==> src/rtl/l1_cache_consts.svh <==
`ifndef L1_CACHE_CONSTS_SVH
`define L1_CACHE_CONSTS_SVH

// cache geometry, all sizes are powers of two
`define WORD_SIZE   32       // bits per word
`define CACHE_SIZE  1024     // bytes of data storage
`define BLOCK_SIZE  2        // words per block
`define ASSOC       2        // ways per set, lru bit only covers two

// derived sizes, kept in step with the ones above by hand
`define N_SETS      (`CACHE_SIZE / (`BLOCK_SIZE * `WORD_SIZE / 8) / `ASSOC)
`define SET_BITS    6        // log2 of N_SETS
`define BLOCK_BITS  1        // log2 of BLOCK_SIZE
`define TAG_BITS    23       // word size minus set, block and byte bits

// address map
// everything from here up bypasses the cache
`define NONCACHE_START_ADDR 32'h8000_0000

`endif

==> src/rtl/l1_cache_pkg.sv <==
`include "l1_cache_consts.svh"

package l1_cache_pkg;

    typedef logic [`WORD_SIZE-1:0] word_t;

    // request side of either bus
    typedef struct packed {
        logic       ren;
        logic       wen;
        word_t      addr;
        word_t      wdata;
        logic [3:0] byte_en;    // one bit per byte lane
    } bus_req_t;

    // response side of either bus
    typedef struct packed {
        word_t rdata;
        logic  busy;            // request completes on an edge with busy low
    } bus_rsp_t;

    // processor address, raw or split into cache fields
    typedef struct packed {
        logic [`TAG_BITS-1:0]   tag;
        logic [`SET_BITS-1:0]   set;
        logic [`BLOCK_BITS-1:0] block;  // word within the block
        logic [1:0]             byte_off;
    } cache_addr_fields_t;

    typedef union packed {
        word_t              raw;
        cache_addr_fields_t f;
    } cache_addr_t;

    typedef struct packed {
        logic                       valid;
        logic                       dirty;
        logic [`TAG_BITS-1:0]       tag;
        word_t [`BLOCK_SIZE-1:0]    data;
    } cache_frame_t;

    typedef cache_frame_t [`ASSOC-1:0] cache_set_t;

    // one write command per cycle into the frame array
    typedef struct packed {
        logic                   en;
        logic [`SET_BITS-1:0]   set;
        logic                   way;
        logic [`BLOCK_BITS-1:0] word;
        word_t                  data;
        logic [3:0]             byte_en;    // zero for tag/flag only updates
        logic                   set_valid;  // also loads tag below
        logic [`TAG_BITS-1:0]   tag;
        logic                   set_dirty;
        logic                   clr_dirty;
        logic                   touch_lru;  // mark way as most recently used
    } array_wr_t;

endpackage

==> src/rtl/cache_ctrl.sv <==
`timescale 1ns/1ps

`include "l1_cache_consts.svh"

module cache_ctrl
    import l1_cache_pkg::*;
(
    input  logic                 CLK,
    input  logic                 nRST,
    input  logic                 flush,
    output logic                 flush_done,
    input  bus_req_t             proc_req,
    output bus_rsp_t             proc_rsp,
    output bus_req_t             mem_req,
    input  bus_rsp_t             mem_rsp,
    input  logic                 hit,
    input  logic                 hit_way,
    input  cache_set_t           rd_frames,
    input  logic                 victim_way,
    output cache_addr_t          lookup_addr,
    output logic [`SET_BITS-1:0] rd_set,
    output array_wr_t            wr
);

    localparam int LAST_WORD = `BLOCK_SIZE - 1;
    localparam int LAST_SET  = `N_SETS - 1;
    localparam int LAST_WAY  = `ASSOC - 1;

    typedef enum logic [2:0] {
        IDLE, WB, FETCH, FLUSH_SCAN, FLUSH_WB
    } state_t;

    state_t                 state, next_state;
    logic [`BLOCK_BITS-1:0] word_cnt, next_word_cnt;
    logic                   way_cnt, next_way_cnt;
    logic [`SET_BITS-1:0]   set_cnt, next_set_cnt;
    cache_addr_t            addr_q, next_addr;      // word aligned burst address

    logic         req;          // processor wants something
    logic         pass;         // uncached region
    logic         last_word;
    cache_frame_t cur_frame;    // frame under the counters
    cache_frame_t victim;       // lookup set victim while idle
    cache_addr_t  blk_base;     // block base of the processor address

    assign lookup_addr.raw = proc_req.addr;
    assign req       = proc_req.ren | proc_req.wen;
    assign pass      = (proc_req.addr >= `NONCACHE_START_ADDR);
    assign last_word = (word_cnt == LAST_WORD[`BLOCK_BITS-1:0]);

    // lookup set in idle and counter set in bursts
    assign rd_set    = (state == IDLE) ? lookup_addr.f.set : set_cnt;
    assign cur_frame = rd_frames[way_cnt];
    assign victim    = rd_frames[victim_way];

    always_comb begin
        blk_base             = lookup_addr;
        blk_base.f.block     = '0;
        blk_base.f.byte_off  = 2'b00;
    end

    always_comb begin
        next_state    = state;
        next_word_cnt = word_cnt;
        next_way_cnt  = way_cnt;
        next_set_cnt  = set_cnt;
        next_addr     = addr_q;

        proc_rsp       = '0;
        proc_rsp.busy  = 1'b1;
        mem_req        = '0;
        mem_req.addr   = addr_q.raw;
        mem_req.wdata  = cur_frame.data[word_cnt];
        mem_req.byte_en = 4'hf;         // bursts move whole words
        flush_done     = 1'b0;

        wr         = '0;
        wr.set     = set_cnt;
        wr.way     = way_cnt;
        wr.word    = word_cnt;
        wr.data    = mem_rsp.rdata;
        wr.tag     = lookup_addr.f.tag;

        case (state)
            IDLE: begin
                proc_rsp.busy = req;            // nothing asked means not busy
                if (req && pass) begin
                    mem_req  = proc_req;        // straight through
                    proc_rsp = mem_rsp;
                end else if (req && hit) begin
                    proc_rsp.busy  = 1'b0;
                    proc_rsp.rdata = rd_frames[hit_way].data[lookup_addr.f.block];
                    wr.en        = 1'b1;
                    wr.set       = lookup_addr.f.set;
                    wr.way       = hit_way;
                    wr.word      = lookup_addr.f.block;
                    wr.data      = proc_req.wdata;
                    wr.byte_en   = proc_req.wen ? proc_req.byte_en : 4'h0;
                    wr.set_dirty = proc_req.wen;
                    wr.touch_lru = 1'b1;
                end else if (req) begin
                    // a miss locks the victim into the counters
                    next_way_cnt  = victim_way;
                    next_set_cnt  = lookup_addr.f.set;
                    next_word_cnt = '0;
                    if (victim.dirty) begin
                        next_addr       = blk_base;
                        next_addr.f.tag = victim.tag;   // old block address
                        next_state      = WB;
                    end else begin
                        next_addr  = blk_base;
                        next_state = FETCH;
                    end
                end else if (flush) begin
                    next_way_cnt = 1'b0;
                    next_set_cnt = '0;
                    next_state   = FLUSH_SCAN;
                end
            end

            // both write-back flavours push the frame at the counters
            WB, FLUSH_WB: begin
                mem_req.wen = 1'b1;
                if (!mem_rsp.busy) begin
                    next_word_cnt = word_cnt + 1'b1;
                    next_addr.raw = addr_q.raw + 32'd4;
                    if (last_word) begin
                        wr.en        = 1'b1;
                        wr.clr_dirty = 1'b1;
                        if (state == WB) begin
                            next_addr  = blk_base;  // now fetch the new block
                            next_state = FETCH;
                        end else begin
                            next_state = FLUSH_SCAN; // revisit the now clean frame
                        end
                    end
                end
            end

            FETCH: begin
                mem_req.ren = 1'b1;
                if (!mem_rsp.busy) begin
                    wr.en         = 1'b1;
                    wr.byte_en    = 4'hf;
                    next_word_cnt = word_cnt + 1'b1;
                    next_addr.raw = addr_q.raw + 32'd4;
                    if (last_word) begin
                        wr.set_valid = 1'b1;        // tag goes live with the last word
                        next_state   = IDLE;
                    end
                end
            end

            FLUSH_SCAN: begin
                if (cur_frame.dirty) begin
                    next_word_cnt   = '0;
                    next_addr.f.tag = cur_frame.tag;
                    next_addr.f.set = set_cnt;
                    next_addr.f.block    = '0;
                    next_addr.f.byte_off = 2'b00;
                    next_state      = FLUSH_WB;
                end else if ((set_cnt == LAST_SET[`SET_BITS-1:0]) && (way_cnt == LAST_WAY[0])) begin
                    flush_done = 1'b1;              // walk finished
                    next_state = IDLE;
                end else begin
                    next_way_cnt = ~way_cnt;
                    if (way_cnt) begin
                        next_set_cnt = set_cnt + 1'b1;
                    end
                end
            end

            default: next_state = IDLE;
        endcase
    end

    always_ff @(posedge CLK, negedge nRST) begin
        if (!nRST) begin
            state    <= IDLE;
            word_cnt <= '0;
            way_cnt  <= 1'b0;
            set_cnt  <= '0;
            addr_q   <= '0;
        end else begin
            state    <= next_state;
            word_cnt <= next_word_cnt;
            way_cnt  <= next_way_cnt;
            set_cnt  <= next_set_cnt;
            addr_q   <= next_addr;
        end
    end

endmodule

==> config.mk <==
export PLATFORM = sky130hd
export DESIGN_NAME = cache_ctrl
export DESIGN_NICKNAME = d
export VERILOG_FILES = /design/src/rtl/l1_cache_pkg.sv /design/src/rtl/cache_ctrl.sv
export VERILOG_INCLUDE_DIRS = /design/src /design/src/rtl
export SDC_FILE = /design/constraint.sdc
export NUM_CORES = 1
export LEC_CHECK = 0
export ABC_CLOCK_PERIOD_IN_PS = 3000
export BUFFER_PORTS_ARGS = -buffer_cell sky130_fd_sc_hd__buf_4
export CAP_MARGIN = 20
export CORE_AREA = 4 4 191 193
export CTS_CLUSTER_DIAMETER = 200
export DETAILED_ROUTE_END_ITERATION = 7
export DIE_AREA = 0 0 195 197
export PLACE_DENSITY = 0.5
export SETUP_SLACK_MARGIN = 0.02
export SYNTH_ARGS = -nofsm -noshare
export SYNTH_HDL_FRONTEND = slang
export SYNTH_SLANG_ARGS = --single-unit
==> constraint.sdc <==
create_clock -name CLK -period 3 [get_ports CLK]
set_clock_uncertainty 0.15 [all_clocks]
set_input_delay 0.45 -clock CLK [delete_from_list [all_inputs] [get_ports CLK]]
set_output_delay 0.45 -clock CLK [all_outputs]
set_load 0.01 [all_outputs]
==> results of run 1 <==
cells in the final DEF, fill, tap and decap left out, types with 9 or more instances in the layout:
cell,n
a22o_1,39
nor3_1,13
nor2_1,42
o21ai_0,82
nand3_1,17
and3_1,11
buf_12,12
mux4_2,64
nand2_1,349
a21oi_1,45
dfrtp_1,39
mux2i_1,39
a221oi_1,9
buf_4,523
diode_2,9
o21ai_1,9
final cells by class:
type / instances / area, um2
sequential: 41 / 1030
clock buffer: 7 / 143
timing repair buffer: 535 / 4170
multi-input combinational: 843 / 5640
fill: 3762 / 22900
inverter: 7 / 27.5
tap: 455 / 569
antenna: 9 / 22.5
clock inverter: 1 / 30.0
worst max path at each step:
stage                     startpoint           end  slack [ps]  cells after the start
after floorplan              hit_way  proc_rsp[10]         450                      4
after global placement      state[2]  proc_rsp[30]         420                      7
after detailed placement    state[2]    addr_q[31]         410                      6
after CTS                   state[2]  proc_rsp[30]          80                      7
after global routing        state[2]  proc_rsp[30]          50                      7
final                       state[2]   proc_rsp[7]         130                      7
registers in the layout, indices dropped and copies added (netlist names):
name	count
way_cnt	1
state	3
last_word	1
set_cnt	6
addr_q	30
routing by layer:
metal / wire (um) / up-vias / part of all wire, %
li1: - / 4497 / -
met1: 17200 / 4599 / 40
met2: 22000 / 388 / 51
met3: 2880 / 56 / 6.6
met4: 1380 / 4 / 3.2
met5: 24 / - / 0.055
per-stage QoR:
stage          utilization, %  instance area [um2]
2_1_floorplan               -                 7480
3_3_place_gp             33.1                11400
3_5_place_dp             33.1                11400
4_1_cts                  33.6                11600
5_1_grt                  33.7                11600
6_report                 33.7                11600
power by group:
part	internal [mW]	switching, mW
clock	0.417	0.242
sequential	0.844	0.560
combinational	3.56	4.15
logic make-up after synthesis:
kind of cell,synth area share (%)
compound gates,21.9
xor+xnor,0.117
mux,25.4
buf+inv,11.2
fa+ha+maj,0.334
flops,13.7
simple gates,27.4
critical path, cell delays in order (launching register included):
cell,delay [ps]
dfrtp_1,540
nor3_1,280
buf_4,260
nand3_2,110
clkinv_2,190
buf_12,220
a22o_1,220
buf_4,140
==> impl_metrics.env, run 1 <==
export IMPL_status="finished, final reports clean"
export IMPL_r2r_cells=6
export IMPL_leakagePower_nw=5.63
export IMPL_r2r_start="state[2]"
export IMPL_clk_pin_slew_ps=70
export IMPL_ys_warn_count=0
export IMPL_power_density_nw_per_um2=840
export IMPL_worstSkewPairLatency_ps=290
export IMPL_drive_gt1_share_pct=43.8
export IMPL_dp_cells=1881
export IMPL_cp_required_ps=2400
export IMPL_tightest_slew_ps=711
export IMPL_synth_top_area_share_pct=19.3
export IMPL_finalPower_mw=9.77
export IMPL_ant_nets=0
export IMPL_cts_made_buffers=5
export IMPL_dieArea_um2=38400
export IMPL_postCtsSetupBuffers=0
export IMPL_synthesis_area_um2=7480
export IMPL_wl_um=43500
export IMPL_min_period_over_period_pct=95.5
export IMPL_synth_cell_types=59
export IMPL_yosys_cell_count_top_type="nand2_1"
export IMPL_avgSynthCellArea_um2=7.20
export IMPL_via_per_inst=5.03
export IMPL_root_buffer="clkbuf_16"
export IMPL_max_freq_mhz=349
export IMPL_chipWidth_um=195
export IMPL_post_cts_resize_count=0
export IMPL_gr_total_overflow=0
export IMPL_tns_ps=0
export IMPL_use_met1_pct=25.8
export IMPL_slew_headroom_pct=52.1
export IMPL_crit_fanout=32
export IMPL_worstReg2RegEnd="addr_q[31]"
export IMPL_vias=9544
export IMPL_setup_ws_ps=134
export IMPL_place_hpwl_um=35200
export IMPL_clock_sinks=41
export IMPL_dr_pass1_iters=5
export IMPL_stdcell_count=1898
export IMPL_yosys_top_cells_count="nand2_1, o21ai_0, mux4_2"
export IMPL_syn_inst=1039
export IMPL_yosys_area_top_type="mux4_2"
export IMPL_track_usage_pct=21.3
export IMPL_ys_ff_latch=41
export IMPL_startpoint_type="flip-flop"
export IMPL_drt_initial_drc_count=648
export IMPL_min_delay_path_class="input pin to asynchronous set/reset pin"
export IMPL_drv_cap=0
export IMPL_r2r_slack_ps=380
export IMPL_place_gp_congestion=0.930
export IMPL_ys_top_cells_by_area="mux4_2, nand2_1, dfrtp_1, buf_4, o21ai_0"
export IMPL_htreeDepth=2
export IMPL_syn_nets=1328
export IMPL_tritoncts="yes"
export IMPL_ctsHoldBuffers=0
export IMPL_io_pins=501
export IMPL_post_place_ws_ps=408
export IMPL_irDropWorstVdd_v=0.000572
export IMPL_die_h_um=197
export IMPL_grt_most_used_layer="met2"
export IMPL_grt_max_degree=42
export IMPL_core_region_area_um2=34500
export IMPL_whs_ps=25.3
export IMPL_antenna_found_initial=11
export IMPL_async_flop_share_pct=100
export IMPL_setup_violations_final=0
export IMPL_syn_to_final_growth_pct=55.5
export IMPL_drc=0
export IMPL_cp_arrival_ps=2270
export IMPL_final_hold_violation_count=0
export IMPL_met2_usage_pct=37.8
export IMPL_rows=68
export IMPL_rsz0062_at_grt="no"
export IMPL_crit_type="flip-flop to output port"
export IMPL_finalNetCount=1722
export IMPL_end_kind="output port"
export IMPL_wl_per_cell_um=22.9
export IMPL_synth_seq_area_share_pct=13.7
export IMPL_synth_edf_count=0
export IMPL_synth_main_ff_cell="dfrtp_1"
export IMPL_met3_usage_pct=4.17
export IMPL_grt_pass1_wl_um=63100
export IMPL_start_util_pct=21.7
export IMPL_cts_path_max_buffers=2
export IMPL_period_needed_ps=2870
export IMPL_port_buffer_count=498
export IMPL_grt_pass1_vias=9647
export IMPL_drv_slew=0
(Power assumes the default switching activity.)
==> run 2, diff against run 1 <==
--- a/config.mk
+++ b/config.mk
@@ -6,14 +6,15 @@
 export SDC_FILE = /design/constraint.sdc
 export NUM_CORES = 1
 export LEC_CHECK = 0
+export ABC_AREA = 1
 export ABC_CLOCK_PERIOD_IN_PS = 3000
 export BUFFER_PORTS_ARGS = -buffer_cell sky130_fd_sc_hd__buf_4
 export CAP_MARGIN = 20
-export CORE_AREA = 4 4 191 193
+export CORE_AREA = 4 4 192 194
 export CTS_CLUSTER_DIAMETER = 200
 export DETAILED_ROUTE_END_ITERATION = 7
-export DIE_AREA = 0 0 195 197
-export PLACE_DENSITY = 0.5
+export DIE_AREA = 0 0 196 198
+export PLACE_DENSITY = 0.52
 export SETUP_SLACK_MARGIN = 0.02
 export SYNTH_ARGS = -nofsm -noshare
 export SYNTH_HDL_FRONTEND = slang
==> run 2 against run 1 <==
Against the previous run: non-clock buffer count increased by 7; routed wire length up 14%; cell area is 6.9% higher; area after synthesis grew 11%.
==> impl_metrics.env, run 2 <==
export IMPL_place_hpwl_um=40300
export IMPL_drt_initial_drc_count=659
export IMPL_syn_to_final_growth_pct=49.6
export IMPL_end_kind="output port"
export IMPL_syn_nets=1952
export IMPL_status="finished, final reports clean"
export IMPL_grt_pass1_wl_um=71900
export IMPL_final_common_cell="buf_4"
export IMPL_wl_per_cell_um=19.7
export IMPL_tritoncts="yes"
export IMPL_track_usage_pct=23.6
export IMPL_drv_cap=0
export IMPL_core_region_area_um2=35200
export IMPL_synth_fa_ha_area_share_pct=0.301
export IMPL_post_place_ws_ps=220
export IMPL_drive_gt1_share_pct=28.0
export IMPL_gr_total_overflow=0
export IMPL_cts_path_max_buffers=2
export IMPL_worst_path_buf_inv=4
export IMPL_p_switching_mw=5.17
export IMPL_synth_cell_types=32
export IMPL_synthesis_area_um2=8310
export IMPL_p_sw_share_pct=54.9
export IMPL_leakagePower_nw=6.27
export IMPL_p_int_mw=4.25
export IMPL_chipWidth_um=196
export IMPL_cp_top_family="simple AND/OR/NAND/NOR gates"
export IMPL_startpoint_type="flip-flop"
export IMPL_synth_simple_area_share_pct=42.0
export IMPL_setup_ws_ps=148
export IMPL_clk_pin_slew_ps=70
export IMPL_vias=12400
export IMPL_regMostFlops="addr_q"
export IMPL_synth_compound_area_share_pct=27.8
export IMPL_worstReg2RegEnd="set_cnt[4]"
export IMPL_critPathSlowestCell="dfrtp_1"
export IMPL_crit_fanout=26
export IMPL_irDropWorstVdd_v=0.000365
export IMPL_combPwrFrac_pct=79.3
export IMPL_drc=0
export IMPL_r2r_start="state[1]"
export IMPL_ant_nets=0
export IMPL_start_util_pct=23.6
export IMPL_synth_area_mux_share_pct=0
export IMPL_dp_cells=2504
export IMPL_place_area_um2=12200
export IMPL_yosys_cell_count_top_type="nand2_1"
export IMPL_root_buffer="clkbuf_16"
export IMPL_ys_top_cells_by_area="nand2_1, o21ai_0, nor2_1, dfrtp_1, inv_1"
export IMPL_tns_ps=0
export IMPL_yosys_top_cells_count="nand2_1, nor2_1, o21ai_0"
export IMPL_io_pins=501
export IMPL_min_delay_path_class="input pin to asynchronous set/reset pin"
export IMPL_grt_max_degree=68
export IMPL_cp_required_ps=2400
export IMPL_place_gp_congestion=0.936
export IMPL_port_buffer_count=498
export IMPL_htreeDepth=2
export IMPL_final_hold_violation_count=0
export IMPL_synth_top_area_share_pct=20.1
export IMPL_largestRegisters="addr_q x30, set_cnt x6, state x3"
export IMPL_dieArea_um2=38800
export IMPL_synth_xor_area_share_pct=0.527
export IMPL_cp_arrival_ps=2250
export IMPL_whs_ps=19.7
export IMPL_tightest_slew_ps=698
export IMPL_finalPower_mw=9.43
export IMPL_largest_reg_flops=30
export IMPL_async_flop_share_pct=100
export IMPL_ctsHoldBuffers=0
export IMPL_finalNetCount=2342
export IMPL_stdcell_count=2517
export IMPL_worstSkewPairLatency_ps=290
export IMPL_slew_headroom_pct=53.3
export IMPL_synth_edf_count=0
export IMPL_clock_sinks=41
export IMPL_final_cell_mix="buf_4, nand2_1, nor2_1"
export IMPL_setup_violations_final=0
export IMPL_antenna_found_initial=6
export IMPL_clock_power_share_pct=7.0
export IMPL_period_needed_ps=2850
export IMPL_yosys_area_top_type="nand2_1"
export IMPL_synth_main_ff_cell="dfrtp_1"
export IMPL_grt_pass1_vias=11800
export IMPL_drv_slew=0
export IMPL_dr_pass1_iters=5
export IMPL_rows=69
export IMPL_r2r_cells=9
export IMPL_via_per_inst=4.91
export IMPL_synth_top_family_by_area="simple AND/OR/NAND/NOR gates"
export IMPL_min_period_over_period_pct=95.1
export IMPL_ys_warn_count=0
export IMPL_synth_seq_area_share_pct=12.3
export IMPL_path_cells="inv_2, nand2_2, nor2_4, nand2_2, nor2_4, buf_12, nand2_1, o21ai_1, buf_4, buf_4"
export IMPL_avgSynthCellArea_um2=5.00
export IMPL_syn_inst=1663
export IMPL_die_h_um=198
export IMPL_ys_ff_latch=41
export IMPL_slowest_delay_ps=450
export IMPL_share_seq_of_total_power_pct=13.7
export IMPL_wl_um=49700
export IMPL_r2r_slack_ps=650
export IMPL_power_density_nw_per_um2=758
export IMPL_final_util_pct=35.3
export IMPL_cts_made_buffers=5
export IMPL_rsz0062_at_grt="no"
export IMPL_max_freq_mhz=351
export IMPL_design_area_um2=12400
export IMPL_crit_type="flip-flop to output port"
[run 2: cell count changes in the layout (fill, tap and decap cells not counted), moves of 42 or more]
cell,change
nand2_1,+95
mux4_2,-64
o21ai_0,+227
o22ai_1,+61
nor2_1,+312
a21oi_1,-42
inv_1,+130
[run 2: logic make-up (layout without fill, tap and decap cells)]
family / count (synthesis) / after routing
AO/OA/AOI/OAI: 428 / 428
flip-flops: 41 / 41
AND/OR/NAND/NOR: 884 / 884
other: 0 / 2
adder cells (fa/ha/maj): 2 / 2
XOR/XNOR: 5 / 5
buffers and inverters: 303 / 694
[run 2: layer usage]
layer	GRT usage, %	routed length (um)	vias up
met5	0	0	-
met4	6.54	1630	0
met3	4.30	3320	71
met2	43.2	24900	466
met1	28.4	19800	5736
li1	-	-	6081
[run 2: worst max path at each step]
| stage | start | end | slack, ps | depth (start not counted) |
|---|---|---|---|---|
| 6_report | state[1] | wr[44] | 150 | 10 |
| 4_1_cts | state[1] | wr[44] | 40 | 10 |
| 2_1_floorplan | way_cnt | mem_req[12] | 860 | 8 |
| 3_5_place_dp | proc_req[68] | wr[44] | 220 | 9 |
| 3_3_place_gp | proc_req[68] | wr[44] | 230 | 9 |
| 5_1_grt | state[1] | wr[44] | 70 | 10 |
[run 2: what timing repair did]
action,in CTS,in global routing
pin swaps,0,1
gates resized for setup,1,0
buffers inserted,0,2
endpoints found under the setup margin,1,4
cloned,0,1
[run 2: cell type report]
type	instances	area [um2]
Fill cell	4017	22800
Multi-Input combinational cell	1319	5870
Timing Repair Buffer	542	4240
Sequential cell	41	1030
Tap cell	461	577
Inverter	144	541
Clock buffer	7	143
Clock inverter	1	30.0
Antenna cell	2	5.00
[run 2: worst register-to-register path: stages, from the launching register on]
cell and delay, ps:
dfrtp_1 450, inv_2 110, nand2_2 80, nor2_4 160, buf_4 240, inv_1 140, nand2_1 90, nand2_1 80
nor2_1 550, o21ai_0 160
[run 2: power groups by stage]
stage	sequential (mW)	clock, mW	combinational (mW)
final	1.29	0.661	7.48
after global routing	1.33	0.691	8.31
after CTS	1.29	0.674	7.54
after detailed placement	1.30	0	7.51
after global placement	1.30	0	7.47
after floorplan	1.10	0	4.34
==> run 3, diff against run 2 <==
--- a/config.mk
+++ b/config.mk
@@ -11,9 +11,11 @@
 export BUFFER_PORTS_ARGS = -buffer_cell sky130_fd_sc_hd__buf_4
 export CAP_MARGIN = 20
 export CORE_AREA = 4 4 192 194
+export CTS_BUF_LIST = sky130_fd_sc_hd__clkbuf_2
 export CTS_CLUSTER_DIAMETER = 200
 export DETAILED_ROUTE_END_ITERATION = 7
 export DIE_AREA = 0 0 196 198
+export GPL_ROUTABILITY_DRIVEN = 0
 export PLACE_DENSITY = 0.52
 export SETUP_SLACK_MARGIN = 0.02
 export SYNTH_ARGS = -nofsm -noshare
==> run 3 against run 2 <==
Against the previous run: routed wire length decreased by 0.13%; global-route usage increased by 0.25 points; setup slack got worse by 13 ps; register-to-register slack about the same; critical path depth unchanged; via count increased by 1.2%; final cell count increased by 0.48%; clock-buffer cell count decreased by 1; critical path type unchanged; highest routed layer unchanged.
==> impl_metrics.env, run 3 (synthesis gave the netlist of run 2 again) <==
export IMPL_cts_made_buffers=5
export IMPL_track_usage_pct=23.9
export IMPL_io_pins=501
export IMPL_chipWidth_um=196
export IMPL_crit_type="flip-flop to output port"
export IMPL_min_period_over_period_pct=95.5
export IMPL_setup_ws_ps=135
export IMPL_drt_initial_drc_count=770
export IMPL_place_area_um2=12200
export IMPL_grt_pass1_wl_um=72900
export IMPL_final_hold_violation_count=0
export IMPL_place_hpwl_um=39400
export IMPL_rows=69
export IMPL_share_seq_of_total_power_pct=13.7
export IMPL_worstReg2RegEnd="set_cnt[3]"
export IMPL_finalPower_mw=9.14
export IMPL_cp_top_family="simple AND/OR/NAND/NOR gates"
export IMPL_power_density_nw_per_um2=734
export IMPL_wl_per_cell_um=19.6
export IMPL_status="finished, final reports clean"
export IMPL_core_region_area_um2=35200
export IMPL_path_cells="inv_2, nand2_2, nor2_4, nand2_2, nor2_4, buf_12, buf_12, buf_16, or3b_2, buf_4"
export IMPL_min_delay_path_class="input pin to flip-flop"
export IMPL_cp_num_cells=10
export IMPL_clock_sinks=41
export IMPL_start_util_pct=23.6
export IMPL_drv_slew=0
export IMPL_dp_cells=2506
export IMPL_wl_um=49600
export IMPL_critPathSlowestCell="or3b_2"
export IMPL_r2r_start="state[0]"
export IMPL_tns_ps=0
export IMPL_grt_pass1_vias=12000
export IMPL_use_met1_pct=29.1
export IMPL_p_switching_mw=5.16
export IMPL_tightest_slew_ps=670
export IMPL_drc=0
export IMPL_final_cell_mix="buf_4, nand2_1, nor2_1"
export IMPL_slew_headroom_pct=55.1
export IMPL_r2r_slack_ps=640
export IMPL_port_buffer_count=498
export IMPL_regMostFlops="addr_q"
export IMPL_met3_usage_pct=4.03
export IMPL_drive_gt1_share_pct=28.6
export IMPL_grt_max_degree=75
export IMPL_cp_required_ps=2400
export IMPL_fill_cells=4005
export IMPL_period_needed_ps=2870
export IMPL_crit_fanout=28
export IMPL_p_int_mw=3.97
export IMPL_worst_path_buf_inv=5
export IMPL_stdcell_count=2529
export IMPL_max_freq_mhz=349
export IMPL_cp_arrival_ps=2270
export IMPL_design_area_um2=12500
export IMPL_startpoint_type="flip-flop"
export IMPL_syn_to_final_growth_pct=49.8
export IMPL_clock_power_share_pct=3.8
export IMPL_via_per_inst=4.94
export IMPL_dieArea_um2=38800
export IMPL_tritoncts="yes"
export IMPL_leakagePower_nw=6.28
export IMPL_final_util_pct=35.3
export IMPL_irDropWorstVdd_v=0.000323
export IMPL_die_h_um=198
export IMPL_r2r_cells=11
export IMPL_setup_violations_final=0
export IMPL_slowest_delay_ps=490
export IMPL_cp_endpoint="wr[71]"
export IMPL_met2_usage_pct=43.8
export IMPL_root_buffer="clkbuf_2"
export IMPL_vias=12500
export IMPL_final_common_cell="buf_4"
export IMPL_finalNetCount=2352
export IMPL_drv_cap=0
export IMPL_critPathLaunch="state[0]"
export IMPL_cts_path_max_buffers=2
export IMPL_grt_most_used_layer="met2"
export IMPL_largest_reg_flops=30
export IMPL_whs_ps=171
export IMPL_rsz0062_at_grt="yes"
export IMPL_htreeDepth=2
export IMPL_dr_pass1_iters=8
export IMPL_clk_pin_slew_ps=260
export IMPL_end_kind="output port"
export IMPL_worstSkewPairLatency_ps=450
export IMPL_largestRegisters="addr_q x30, set_cnt x6, state x3"
export IMPL_ant_nets=0
export IMPL_gr_total_overflow=0
export IMPL_combPwrFrac_pct=82.4
export IMPL_post_place_ws_ps=123
export IMPL_antenna_found_initial=8
export IMPL_hold_path_depth=5
export IMPL_p_sw_share_pct=56.5
[run 3: cell types whose count changed in the layout (fill, tap and decap cells not counted), moves of 2 or more]
cell / previous run / this run
buf_12: 12 / 10
buf_4: 529 / 535
buf_6: 0 / 2
buf_8: 0 / 2
clkbuf_16: 6 / 0
clkbuf_2: 0 / 6
diode_2: 2 / 4
o21ai_0: 309 / 301
o21ai_1: 18 / 23
o21ai_2: 0 / 3
[run 3: worst min path at each step]
stage | from | endpoint | slack [ps]
2_1_floorplan | nRST | addr_q[10] | 4
3_3_place_gp | state[0] | state[0] | 320
3_5_place_dp | state[0] | state[0] | 320
4_1_cts | proc_req[42] | addr_q[6] | 160
5_1_grt | proc_req[42] | addr_q[6] | 190
6_report | proc_req[42] | addr_q[6] | 170
[run 3: per-layer routing]
metal	up-vias	wire, um	part of all wire, %
met2	490	24700	50
met4	0	1550	3.1
li1	6124	-	-
met3	65	3350	6.7
met5	-	0	0
met1	5822	20100	40
[run 3: power by group through the flow]
stage                     sequential (mW)  combinational (mW)  clock (mW)
after floorplan                      1.10                4.34           0
after global placement               1.25                7.40           0
after detailed placement             1.26                7.44           0
after CTS                            1.24                7.57       0.363
after global routing                 1.29                8.35       0.386
final                                1.25                7.53       0.351
[run 3: worst register-to-register path, cell delays in order, from the launching register on]
cell     delay, ps
dfrtp_1        400
inv_2           70
nand2_2        100
nor2_4          60
buf_4          150
nand2_4         90
buf_12         270
nand2_2        130
nor2_1         100
nand2_1         80
nor2_1         520
o21ai_0        180
[run 3: cell type report]
class                   count  area, um2  area share (%)
diodes                      4       10.0          0.0804
clock buffers               6       30.0           0.241
clock inverters             2       33.8           0.271
inverters                 144        541            4.34
multi-input cells        1319       5890            47.3
flip-flops and latches     41       1030            8.28
well taps                 461        577            4.63
repair buffers            552       4340            34.9
[run 3: timing repair]
item | CTS | global route
cloned | 2 | 0
pin swaps | 2 | 3
resized for setup | 5 | 17
hold buffers | 1 | 0
endpoints found under the hold margin | 41 | 0
endpoints found under the setup margin | 14 | 40
buffers inserted | 6 | 2
